<file path="config.mk">
export PLATFORM = sky130hd
export DESIGN_NAME = pit_timer
export DESIGN_NICKNAME = d
export VERILOG_FILES = /design/src/logic/pit_pkg.sv /design/src/logic/pit_bus_decode.sv /design/src/logic/pit_counter_unit.sv /design/src/logic/pit_down_counter.sv /design/src/logic/pit_timer.sv
export SDC_FILE = /design/constraint.sdc
export NUM_CORES = 1
export LEC_CHECK = 0
export BUFFER_PORTS_ARGS = -buffer_cell sky130_fd_sc_hd__buf_2
export CAP_MARGIN = 5
export CORE_UTILIZATION = 60
export CTS_BUF_LIST = sky130_fd_sc_hd__clkbuf_8
export DETAILED_ROUTE_END_ITERATION = 7
export PLACE_DENSITY = 0.78
export SYNTH_ARGS = -nofsm -noshare
export SYNTH_HDL_FRONTEND = slang
export SYNTH_HIERARCHICAL = 1
export SYNTH_SLANG_ARGS = --single-unit
</file>
<file path="constraint.sdc">
create_clock -name clk -period 6.5 [get_ports clk]
set_input_delay 0.975 -clock clk [delete_from_list [all_inputs] [get_ports clk]]
set_output_delay 0.975 -clock clk [all_outputs]
set_load 0.01 [all_outputs]
</file>
<file path="src/logic/pit_pkg.sv">
// binary counting only; control word bit 0 (bcd) is ignored, channel field 3 selects nothing
`default_nettype none

package pit_pkg;

	// ----------------------------------------------------------
	// control word fields
	// ----------------------------------------------------------

	// counter mode, control word bits 3..1
	typedef enum logic [2:0] {
		PIT_MODE0 = 3'd0,	// interrupt on terminal count
		PIT_MODE1 = 3'd1,	// hw one-shot, not built
		PIT_MODE2 = 3'd2,	// rate generator
		PIT_MODE3 = 3'd3,	// square wave
		PIT_MODE4 = 3'd4,	// software strobe
		PIT_MODE5 = 3'd5	// hw strobe, not built
	} pit_mode_e;

	// read/load format, control word bits 5..4
	typedef enum logic [1:0] {
		PIT_RW_LATCH   = 2'd0,	// counter latch command
		PIT_RW_LSB     = 2'd1,
		PIT_RW_MSB     = 2'd2,
		PIT_RW_LSB_MSB = 2'd3	// lsb first, then msb
	} pit_rw_e;

	// ----------------------------------------------------------
	// counter and bus
	// ----------------------------------------------------------

	// one count value, 0 stands for 65536
	typedef logic [15:0] pit_count_t;

	localparam int PIT_NUM_CH = 3;	// counter channels

	// a == 3 is the control register, 0..2 reach the counters
	localparam logic [1:0] PIT_CTRL_ADDR = 2'd3;

endpackage

`default_nettype wire

</file>
<file path="src/logic/pit_bus_decode.sv">
// bus strobes qualified by ce here only; wr and rd must not both be high in one ce cycle
`default_nettype none

module pit_bus_decode (
	input  logic                            clk,
	input  logic                            rst,
	input  logic                            ce,	// bus clock enable
	input  logic [1:0]                      a,
	input  logic                            wr,
	input  logic                            rd,
	input  logic [7:0]                      din,
	input  logic [7:0]                      rdata0,
	input  logic [7:0]                      rdata1,
	input  logic [7:0]                      rdata2,
	output logic [pit_pkg::PIT_NUM_CH-1:0] data_wr,
	output logic [pit_pkg::PIT_NUM_CH-1:0] cw_set,
	output logic [pit_pkg::PIT_NUM_CH-1:0] latch_cmd,
	output logic [pit_pkg::PIT_NUM_CH-1:0] rd_sel,
	output logic [7:0]                      dout
);
	import pit_pkg::*;

	logic                  bus_wr;
	logic                  bus_rd;
	logic                  ctrl_wr;
	logic                  is_latch;	// format field zero
	logic [PIT_NUM_CH-1:0] rd_sel_q;	// unit read last cycle

	assign bus_wr   = ce & wr;
	assign bus_rd   = ce & rd;
	assign ctrl_wr  = bus_wr & (a == PIT_CTRL_ADDR);
	assign is_latch = (din[5:4] == PIT_RW_LATCH);

	// one-hot strobes per channel
	always_comb begin
		for (int i = 0; i < PIT_NUM_CH; i++) begin
			data_wr[i]   = bus_wr & (a == 2'(i));
			rd_sel[i]    = bus_rd & (a == 2'(i));
			cw_set[i]    = ctrl_wr & (din[7:6] == 2'(i)) & ~is_latch;	// field 3 never matches
			latch_cmd[i] = ctrl_wr & (din[7:6] == 2'(i)) & is_latch;
		end
	end

	// remember which unit was read, its rdata is valid one cycle later
	always_ff @(posedge clk) begin
		if (rst)
			rd_sel_q <= '0;
		else
			rd_sel_q <= rd_sel;
	end

	// read mux, 0 when nothing was read
	always_comb begin
		case (rd_sel_q)
			3'b001:  dout = rdata0;
			3'b010:  dout = rdata1;
			3'b100:  dout = rdata2;
			default: dout = 8'h00;
		endcase
	end

endmodule

`default_nettype wire

</file>
<file path="src/logic/pit_counter_unit.sv">
// one channel, modes 0/2/3/4 only, no gate input, mode 3 needs a count of 2 or more
`default_nettype none

module pit_counter_unit (
	input  logic       clk,
	input  logic       rst,
	input  logic       tce,		// timer clock enable
	input  logic [7:0] din,		// load byte or control word
	input  logic       cw_set,		// control word for this channel
	input  logic       latch_cmd,	// counter latch command
	input  logic       data_wr,		// count byte write
	input  logic       rd_sel,		// count byte read
	output logic [7:0] rdata,
	output logic       out
);
	import pit_pkg::*;

	pit_mode_e  mode;
	pit_mode_e  cw_mode;		// mode field of din
	pit_rw_e    rw;
	pit_count_t load_value;		// assembled count
	pit_count_t latch_value;	// frozen count for reads
	pit_count_t count;
	pit_count_t read_src;
	logic       out_reg;
	logic       load_msb;		// two-byte load, msb comes next
	logic       starting;		// count written, waiting for tce
	logic       armed;
	logic       latched;
	logic       read_msb;		// two-byte read, msb comes next
	logic       mode_ok;
	logic       stop_on_wr;
	logic       m3_last;
	logic       reload;
	logic       load_en;
	logic       count_en;
	logic       half_mode;

	// codes 6 and 7 alias to modes 2 and 3
	assign cw_mode = pit_mode_e'({din[3] & ~din[2], din[2:1]});

	// ----------------------------------------------------------
	// mode decode and counter control
	// ----------------------------------------------------------

	assign mode_ok    = (mode == PIT_MODE0) || (mode == PIT_MODE2) ||
	                    (mode == PIT_MODE3) || (mode == PIT_MODE4);	// 1 and 5 never start
	assign stop_on_wr = (mode == PIT_MODE0) || (mode == PIT_MODE4);
	assign half_mode  = (mode == PIT_MODE3);

	// last tce of a square wave half period
	// odd counts step by 3 while low, so 3 is terminal too
	assign m3_last = (count == 16'd2) || ((count == 16'd3) && !out_reg);

	assign reload   = armed & (((mode == PIT_MODE2) && (count == 16'd1)) ||
	                           (half_mode && m3_last));
	assign load_en  = tce & ((starting & mode_ok) | reload);
	assign count_en = tce & armed;

	assign read_src = latched ? latch_value : count;
	assign out      = out_reg;

	pit_down_counter u_ctr (
		.clk        (clk),
		.rst        (rst),
		.count_en   (count_en),
		.half_mode  (half_mode),
		.out_level  (out_reg),
		.load_en    (load_en),
		.load_value (load_value),
		.count      (count)
	);

	// ----------------------------------------------------------
	// control state
	// ----------------------------------------------------------

	always_ff @(posedge clk) begin
		if (rst) begin
			mode     <= PIT_MODE0;
			rw       <= PIT_RW_LSB_MSB;
			out_reg  <= 1'b0;
			load_msb <= 1'b0;
			starting <= 1'b0;
			armed    <= 1'b0;
			latched  <= 1'b0;
			read_msb <= 1'b0;
		end else begin
			// timer side first, bus writes below win on a clash
			if (tce) begin
				if (starting && mode_ok) begin
					armed    <= 1'b1;	// count transferred on this tce
					starting <= 1'b0;
				end
				case (mode)
					PIT_MODE0: if (armed && count == 16'd1) begin
						out_reg <= 1'b1;	// terminal count, stays high
						armed   <= 1'b0;
					end
					PIT_MODE2: if (armed) begin
						if (count == 16'd2)
							out_reg <= 1'b0;	// low while count is 1
						else if (count == 16'd1)
							out_reg <= 1'b1;
					end
					PIT_MODE3: if (armed && m3_last)
						out_reg <= ~out_reg;
					PIT_MODE4: if (armed && count == 16'd1) begin
						out_reg <= 1'b0;	// strobe, one tce wide
						armed   <= 1'b0;
					end else begin
						out_reg <= 1'b1;
					end
					default: ;
				endcase
			end

			if (cw_set) begin
				mode     <= cw_mode;
				rw       <= pit_rw_e'(din[5:4]);
				out_reg  <= (cw_mode != PIT_MODE0);	// low only in mode 0
				armed    <= 1'b0;
				starting <= 1'b0;
				load_msb <= 1'b0;
				latched  <= 1'b0;
				read_msb <= 1'b0;
			end

			if (latch_cmd)
				latched <= 1'b1;	// a second latch keeps the first value

			if (data_wr) begin
				if (stop_on_wr)
					armed <= 1'b0;	// modes 0/4 hold until new count is in
				case (rw)
					PIT_RW_LSB, PIT_RW_MSB: starting <= 1'b1;
					PIT_RW_LSB_MSB: begin
						load_msb <= ~load_msb;
						if (load_msb)
							starting <= 1'b1;
						else if (stop_on_wr)
							starting <= 1'b0;
					end
					default: ;
				endcase
			end

			if (rd_sel) begin
				if (rw == PIT_RW_LSB_MSB)
					read_msb <= ~read_msb;
				if (rw != PIT_RW_LSB_MSB || read_msb)
					latched <= 1'b0;	// last byte of the latch read out
			end
		end
	end

	// ----------------------------------------------------------
	// load bytes, latch and read data
	// ----------------------------------------------------------

	always_ff @(posedge clk) begin
		if (data_wr) begin
			case (rw)
				PIT_RW_LSB: load_value <= {8'h00, din};	// other byte cleared
				PIT_RW_MSB: load_value <= {din, 8'h00};
				PIT_RW_LSB_MSB: begin
					if (load_msb)
						load_value[15:8] <= din;
					else
						load_value[7:0] <= din;
				end
				default: ;
			endcase
		end
		if (latch_cmd && !latched)
			latch_value <= count;
		if (rd_sel) begin
			case (rw)
				PIT_RW_MSB:     rdata <= read_src[15:8];
				PIT_RW_LSB_MSB: rdata <= read_msb ? read_src[15:8] : read_src[7:0];
				default:        rdata <= read_src[7:0];
			endcase
		end
	end

endmodule

`default_nettype wire

</file>
<file path="src/logic/pit_down_counter.sv">
// binary down counter only, wraps 0 to 65535; half mode expects out_level to track the channel
`default_nettype none

module pit_down_counter (
	input  logic                clk,
	input  logic                rst,
	input  logic                count_en,	// tce while armed
	input  logic                half_mode,	// mode 3 stepping
	input  logic                out_level,	// channel out, picks odd step
	input  logic                load_en,
	input  pit_pkg::pit_count_t load_value,
	output pit_pkg::pit_count_t count
);
	import pit_pkg::*;

	pit_count_t step;

	// ----------------------------------------------------------
	// step size
	// ----------------------------------------------------------

	// odd square wave periods: high half gets the extra tce
	always_comb begin
		if (!half_mode)
			step = 16'd1;
		else if (!count[0])
			step = 16'd2;
		else if (out_level)
			step = 16'd1;	// odd, high half, drop to even
		else
			step = 16'd3;	// odd, low half, one tce short
	end

	// load wins over counting
	always_ff @(posedge clk) begin
		if (rst)
			count <= '0;
		else if (load_en)
			count <= load_value;
		else if (count_en)
			count <= count - step;
	end

endmodule

`default_nettype wire

</file>
<file path="src/logic/pit_timer.sv">
// 8253-style timer top, gate inputs, bcd, modes 1/5 and read-back are not built
`default_nettype none

module pit_timer (
	input  logic                            clk,
	input  logic                            rst,
	input  logic                            ce,	// bus clock enable
	input  logic                            tce,	// timer clock enable, all channels
	input  logic [1:0]                      a,
	input  logic                            wr,
	input  logic                            rd,
	input  logic [7:0]                      din,
	output logic [7:0]                      dout,
	output logic [pit_pkg::PIT_NUM_CH-1:0] out
);
	import pit_pkg::*;

	logic [PIT_NUM_CH-1:0] data_wr;
	logic [PIT_NUM_CH-1:0] cw_set;
	logic [PIT_NUM_CH-1:0] latch_cmd;
	logic [PIT_NUM_CH-1:0] rd_sel;
	logic [7:0]            rdata0;
	logic [7:0]            rdata1;
	logic [7:0]            rdata2;

	// ----------------------------------------------------------
	// bus side
	// ----------------------------------------------------------

	pit_bus_decode u_decode (
		.clk       (clk),
		.rst       (rst),
		.ce        (ce),
		.a         (a),
		.wr        (wr),
		.rd        (rd),
		.din       (din),
		.rdata0    (rdata0),
		.rdata1    (rdata1),
		.rdata2    (rdata2),
		.data_wr   (data_wr),
		.cw_set    (cw_set),
		.latch_cmd (latch_cmd),
		.rd_sel    (rd_sel),
		.dout      (dout)
	);

	// ----------------------------------------------------------
	// channels, din doubles as control word
	// ----------------------------------------------------------

	pit_counter_unit u_ch0 (
		.clk (clk), .rst (rst), .tce (tce), .din (din),
		.cw_set    (cw_set[0]),
		.latch_cmd (latch_cmd[0]),
		.data_wr   (data_wr[0]),
		.rd_sel    (rd_sel[0]),
		.rdata     (rdata0),
		.out       (out[0])
	);

	pit_counter_unit u_ch1 (
		.clk (clk), .rst (rst), .tce (tce), .din (din),
		.cw_set    (cw_set[1]),
		.latch_cmd (latch_cmd[1]),
		.data_wr   (data_wr[1]),
		.rd_sel    (rd_sel[1]),
		.rdata     (rdata1),
		.out       (out[1])
	);

	pit_counter_unit u_ch2 (
		.clk (clk), .rst (rst), .tce (tce), .din (din),
		.cw_set    (cw_set[2]),
		.latch_cmd (latch_cmd[2]),
		.data_wr   (data_wr[2]),
		.rd_sel    (rd_sel[2]),
		.rdata     (rdata2),
		.out       (out[2])
	);

endmodule

`default_nettype wire

</file>
==> results of run 1 <==
-- report_power, final --
| group | switching [µW] | internal (µW) | leakage [µW] |
|---|---|---|---|
| clock | 491 | 500 | 0.000368 |
| sequential | 7.89 | 1370 | 0.00181 |
| combinational | 62.0 | 31.6 | 0.00167 |
-- layer usage --
metal | global-route usage [%] | share of wire [%]
met3 | 4.41 | 6.5
met4 | 10.3 | 2.4
met2 | 42.6 | 46
met5 | 0 | 0
met1 | 37.9 | 45
-- placed cells by master, fill, tap and decap left out, types with 6 or more instances in the layout --
| cell type | n |
|---|---|
| nor2_1 | 90 |
| and2_1 | 30 |
| nor4_1 | 7 |
| buf_2 | 26 |
| nor3_1 | 28 |
| a31oi_1 | 9 |
| o31ai_1 | 9 |
| clkbuf_8 | 35 |
| nand4_1 | 10 |
| ha_1 | 12 |
| xnor2_1 | 9 |
| buf_4 | 8 |
| nor2b_1 | 47 |
| a211oi_1 | 24 |
| o211ai_1 | 12 |
| mux2i_1 | 60 |
| or4_1 | 9 |
| nor3b_1 | 8 |
| nand3_1 | 12 |
| inv_1 | 42 |
| dfxtp_1 | 84 |
| nand2_1 | 32 |
| xor2_1 | 12 |
| clkinv_1 | 6 |
| o21ai_0 | 27 |
| nand2b_1 | 15 |
| or2_2 | 6 |
| a21oi_1 | 36 |
| edfxtp_1 | 120 |
| o41ai_1 | 6 |
| and4bb_1 | 7 |
| or4_4 | 9 |
| or3b_2 | 6 |
| o22ai_1 | 24 |
| a221o_1 | 7 |
| a311oi_1 | 18 |
| or3_1 | 15 |
-- per-stage QoR --
stage	cell area (µm²)	setup slack, ns	hold slack [ns]	util, %
after floorplan	10300	3.49	0.452	-
after global placement	10500	3.18	0.464	63.3
after detailed placement	10500	3.08	0.463	63.3
after CTS	11100	3.28	0.475	66.8
after global routing	11100	3.11	0.505	66.8
final	11100	3.25	0.480	66.8
-- area by class of cell --
class | instances | area, µm²
fillers | 1290 | 5520
flip-flops and latches | 204 | 5290
multi-input cells | 669 | 4680
clock buffers | 35 | 482
well taps | 220 | 275
repair buffers | 34 | 190
clock inverters | 26 | 106
inverters | 27 | 101
-- worst min-delay path by stage --
stage / slack (ns) / start / endpoint
detailed placement: 0.46 / u_ch1/load_value[1] / u_ch1/u_ctr/count[1]
finish: 0.48 / u_ch0/load_value[1] / u_ch0/u_ctr/count[1]
CTS: 0.47 / u_ch1/load_value[1] / u_ch1/u_ctr/count[1]
global route: 0.50 / u_ch0/load_value[1] / u_ch0/u_ctr/count[1]
floorplan: 0.45 / u_ch0/load_value[1] / u_ch0/u_ctr/count[1]
global placement: 0.46 / u_ch1/load_value[1] / u_ch1/u_ctr/count[1]
-- cell families after synthesis --
logic type / count (synthesis)
buffers and inverters: 73
multiplexers: 63
XOR/XNOR: 21
AO/OA/AOI/OAI: 200
flip-flops: 204
adder cells (fa/ha/maj): 15
AND/OR/NAND/NOR: 370
-- worst max-delay path, stage by stage (launching register included) --
cell	delay [ns]
dfxtp_1	0.37
nor2b_1	0.20
and2_1	0.19
or2_2	0.30
fa_1	0.43
or3b_1	0.48
or3_4	0.45
or4_1	0.48
a311oi_1	0.26
==> summary.md, run 1 <==
| Metric | Value |
|---|---|
| Cts repair resizes | 0 |
| Hold Path Stages | 2 |
| Compound-Gate Fraction of Synth Area | 13.5% |
| H-tree Lvls | 2 |
| #FFs+latches synth | about 200 |
| Post-synthesis adder-cell area fraction | 2.05% |
| # clock sinks | 204 |
| Design Power | 2460 µW |
| Post-synth EDFFs | 120 |
| Die area | 17600 µm² |
| Final setup violation count | 0 |
| Setup_tns | 0 ns |
| Commonest register cell after synthesis | edfxtp_1 |
| Port bufs | 26 |
| Ports | 27 |
| Pwr Density | 222 nW/µm² |
| Hold_buf cts | 0 |
| Max rail drop VDD | 160 µV |
| Post-synthesis sequential area ratio | between 50% and 60% |
| Fmax | 308 MHz |
| Gr usage total | 27.1% |
| Max-Cap Viols | 0 |
| Final Non-Filler Cells | 1215 |
| HP Class | reg -> reg |
| Fraction of registers with async set/reset | 0% |
| TritonCTS clock tree | yes |
| Mux contribution to synthesized area | 6.18% |
| Clock skew | 0.0208 ns |
| Number of antenna repair diodes | 0 |
| Synth top cells by count | edfxtp_1 (120), nor2_1 (90), dfxtp_1 (84) |
| Pin count of the biggest net entering global routing | 43 |
| CP Data Required Time | between 6 and 7 ns |
| Post-CTS Setup Inserts | 0 |
| Top cell type's share of synthesized area | 35.1% |
| Worst Setup SP | u_ch2/mode[1] |
| Final Cycle Share | between 50% and 60% |
| Peak fanout along the critical path | 7 |
| Dpl hpwl | ~16000 µm |
| Synth Area in XOR/XNOR | 1.79% |
| Critical R2R Launch | u_ch2/mode[1] |
| Mapped Cells | around 950 |
| Bufs on Longest Clock Path | 3 |
| Leading area contributor after synthesis | edfxtp_1 |
| First-pass GRT wire length | 37800 µm |
| Count leader, synth | edfxtp_1 |
| Cell area after synthesis | 10300 µm² |
| Vias/cell | around 6.3 |
| Reg-to-reg endpoint | u_ch2/u_ctr/count[14] |
| Syn Area/Cell | 10.9 µm² |
| R2R depth | 8 |
| Initial Utilization | 61.7% |
| Area contributors post-synth | edfxtp_1 (35%), dfxtp_1 (16%), mux2i_1 (5.8%) |
| Fraction of layout cells with a size suffix above 1 | 11.1% |
| Die height | 133 µm |
| Max-slew headroom | 32.4% |
| Worst slew pin tran | 1.01 ns |
| Gpl congestion | 0.904 |
| Crit. End Element | register |
| Status | complete, no violations |
| R2R Setup Slk | 3.25 ns |
| Crit path capture | u_ch2/u_ctr/count[14] |
| Clk_lat worst skew | 0.52 ns |
| Fin. Hold Viols | 0 |
| Number of DRC markers in iteration 0 | 699 |
| Drt drc | 0 |
| Final net count | between 1000 and 1500 |
| Crit path kind | reg -> reg |
| Max-slew violations | 0 |
| Grt total ovfl | 0 |
| Post-Syn Nets | approximately 1000 |
| Total wire length | about 23000 µm |
| CTS root buf | clkbuf_8 |
| Antenna Nets Post-Route | 0 |
| Syn. warnings | 6 |
| Vias | ~7600 |
| Drt wl/cell | 19.2 µm |
| Vias in the first global route | 7343 |
| DR pass1 iterations | 5 |
| CTS Buf Count | 34 |
| Chip Width | 133 µm |
| Initial antenna violation count | 0 |
| Simple-Gate Fraction of Synth Area | 22.0% |
| Final min period | 3.25 ns |
| Placed Instances | 1154 |
| Area grow syn2layout | 8.31% |
| Clock Pin Slew Worst Setup and Hold Paths | 0.06 ns |
| Arrival time worst endpoint | 3.66 ns |
| Largest family of logic cells by synthesized area | simple AND/OR/NAND/NOR gates |
| Synth cell types | 66 |
| FP Rows | 47 |
| Startpoint types | register |
| RSZ-0062 raised after global routing | no |
| LEAKAGE | 0.00385 µW |
| Core area | 16600 µm² |
Power figures use the tool's default switching activity.
==> inputs of run 2 (changes only) <==
==> constraint.sdc (replaced) <==
create_clock -name clk -period 3 [get_ports clk]
set_input_delay 0.45 -clock clk [delete_from_list [all_inputs] [get_ports clk]]
set_output_delay 0.45 -clock clk [all_outputs]
set_load 0.01 [all_outputs]
==> summary.md, run 2 (same netlist as run 1, synthesis figures left out) <==
| Metric | Value |
|---|---|
| Grt total ovfl | 0 (unchanged) |
| Vias | 7927 (+3.7%) |
| Die area | 17600 µm² (unchanged) |
| Most common cell after layout, fill and taps aside | edfxtp_1 |
| Slowest cell on the critical path | or4_1 |
| Ports | 27 (unchanged) |
| Final setup violation count | 0 (unchanged) |
| Final net count | 1076 (+7.5%) |
| Status | complete, no violations |
| Delay-heaviest family, CP | simple AND/OR/NAND/NOR gates |
| Port bufs | 26 (unchanged) |
| Clk_lat worst skew | 0.52 ns (about the same) |
| # clock sinks | 204 (unchanged) |
| H-tree Lvls | 2 (unchanged) |
| First-pass GRT wire length | 39000 µm (+3.2%) |
| Worst-path cell chain | nor2b_2 -> and2_1 -> or2_2 -> fa_2 -> or3b_4 -> or3_4 -> or4_1 -> a311oi_1 |
| Crit path buf inv count | 0 (unchanged) |
| Pwr Density | 474 nW/µm² (+110%) |
| Max rail drop VDD | 403 µV (+150%) |
| Crit path kind | reg -> reg |
| Startpoint types | register |
| Setup_tns | 0 ns (unchanged) |
| Number of DRC markers in iteration 0 | 662 (-5.3%) |
| Design Area, Final | 11800 µm² (+6.2%) |
| Hold_buf cts | 0 (unchanged) |
| Levels on crit path | 8 (unchanged) |
| TritonCTS clock tree | yes |
| Max-Cap Viols | 0 (unchanged) |
| Vias in the first global route | 7513 (+2.3%) |
| Clock skew | 0.0285 ns (+0.00769 ns) |
| Combinational group share of total power | 4.0% (+0.2 points) |
| Crit. End Element | register |
| Peak fanout along the critical path | 4 (-3) |
| Hold Path Stages | 3 (+1) |
| LEAKAGE | 0.00428 µW (+11%) |
| Die height | 133 µm (unchanged) |
| Crit-path max cell delay | 0.47 ns (about the same) |
| Final min period | 2.92 ns (-0.332 ns) |
| Switching power | 1230 µW (+120%) |
| Area grow syn2layout | 15.0% |
| Initial Utilization | 61.7% (unchanged) |
| RSZ-0062 raised after global routing | no |
| Gr usage total | 28.6% (+1.5 points) |
| Fin. Hold Viols | 0 (unchanged) |
| Arrival time worst endpoint | 3.34 ns (-0.32 ns) |
| Most frequent cells in the layout | edfxtp_1 (120), nor2_1 (90), buf_4 (82), dfxtp_1 (81), mux2i_1 (60) |
| Bufs on Longest Clock Path | 3 (unchanged) |
| Dpl hpwl | 17500 µm (+11%) |
| Antenna Nets Post-Route | 0 (unchanged) |
| Gpl congestion | 0.929 (+2.7%) |
| Number of antenna repair diodes | 0 (unchanged) |
| CTS root buf | clkbuf_8 |
| Placed inst area | 11100 µm² (+5.4%) |
| Seq pwr share | 53.3% (-2.7 points) |
| Drt drc | 0 (unchanged) |
| HP Class | in -> reg |
| FP Rows | 47 (unchanged) |
| Worst slew pin tran | 1.03 ns (+0.0164 ns) |
| Clock Pin Slew Worst Setup and Hold Paths | 0.06 ns (about the same) |
| Core area | 16600 µm² (unchanged) |
| Sw frac | 22.0% (-0.75 points) |
| Fraction of layout cells with a size suffix above 1 | 19.3% (+8.3 points) |
| Internal power | 4370 µW (+130%) |
| Max-slew headroom | 31.3% (-1.1 points) |
| Initial antenna violation count | 0 (unchanged) |
| Clk pwr share | 42.7% (+2.5 points) |
| Fmax | 343 MHz (+11%) |
| CTS Buf Count | 35 (+2.9%) |
| Pin count of the biggest net entering global routing | 28 (-35%) |
| Drt wl/cell | 19.2 µm (-0.14%) |
| Chip Width | 133 µm (unchanged) |
| Max-slew violations | 0 (unchanged) |
| Vias/cell | 6.14 (-2.3%) |
| Total wire length | 24700 µm (+6.0%) |
| Final Cycle Share | 97.3% (+47 points) |
| R2R depth | 8 (unchanged) |
| CP Data Required Time | 3.42 ns (-3.49 ns) |
| DR pass1 iterations | 5 (unchanged) |
## run 2: cell types whose count changed in the layout (fill, tap and decap cells not counted), sizes merged
cell      delta
clkinv       +1
inv          -8
buf         +74
clkbuf       +9
clkinvlp     -1
## run 2: area by class of cell
class,count,area (µm²)
flip-flops and latches,204,5290
fillers,1189,4830
multi-input cells,669,4720
repair buffers,108,746
clock buffers,44,606
well taps,220,275
inverters,27,101
clock inverters,18,73.8
## run 2: power by group through the flow
stage / clock network (µW) / registers (µW) / logic (µW)
finish: 2390 / 2980 / 222
global placement: 0 / 3040 / 216
detailed placement: 0 / 3040 / 220
floorplan: 0 / 3040 / 127
global route: 2550 / 2980 / 240
CTS: 2440 / 2980 / 221
## run 2: routing by layer
metal	wire length, µm	track usage, %	part of all wire (%)
met5	0	0.556	0
met2	11500	45.1	46
met1	10900	39.3	44
met4	784	12.8	3.2
met3	1520	4.10	6.2
## run 2: tightest hold or removal path, stage by stage
cell	delay [ns]
buf_2	0.14
nand2_1	0.08
nor3_1	0.05
## run 2: worst paths after layout
check                                         start  slack [ns]                     to
worst min-delay path                             ce        0.26   u_decode/rd_sel_q[2]
worst min register to register  u_ch1/load_value[1]        0.49   u_ch1/u_ctr/count[1]
worst max-delay path                  u_ch0/mode[1]        0.08  u_ch0/u_ctr/count[14]
worst max register to register        u_ch0/mode[1]        0.08  u_ch0/u_ctr/count[14]
## run 2: what timing repair did
item | in CTS | in global routing
resized for setup | 0 | 9
setup endpoints to repair | 0 | 3
buffers inserted | 0 | 0
## run 2: per-stage QoR
step	hold slack (ns)	utilization (%)	instances	total power [µW]	setup WS (ns)
floorplan	0.452	-	946	3170	0.00536
global placement	0.456	66.7	1228	3260	0.109
detailed placement	0.485	66.7	1228	3260	0.0670
CTS	0.234	70.8	1290	5640	0.0539
global route	0.258	71.0	1290	5770	0.0190
finish	0.262	71.0	1290	5600	0.0803
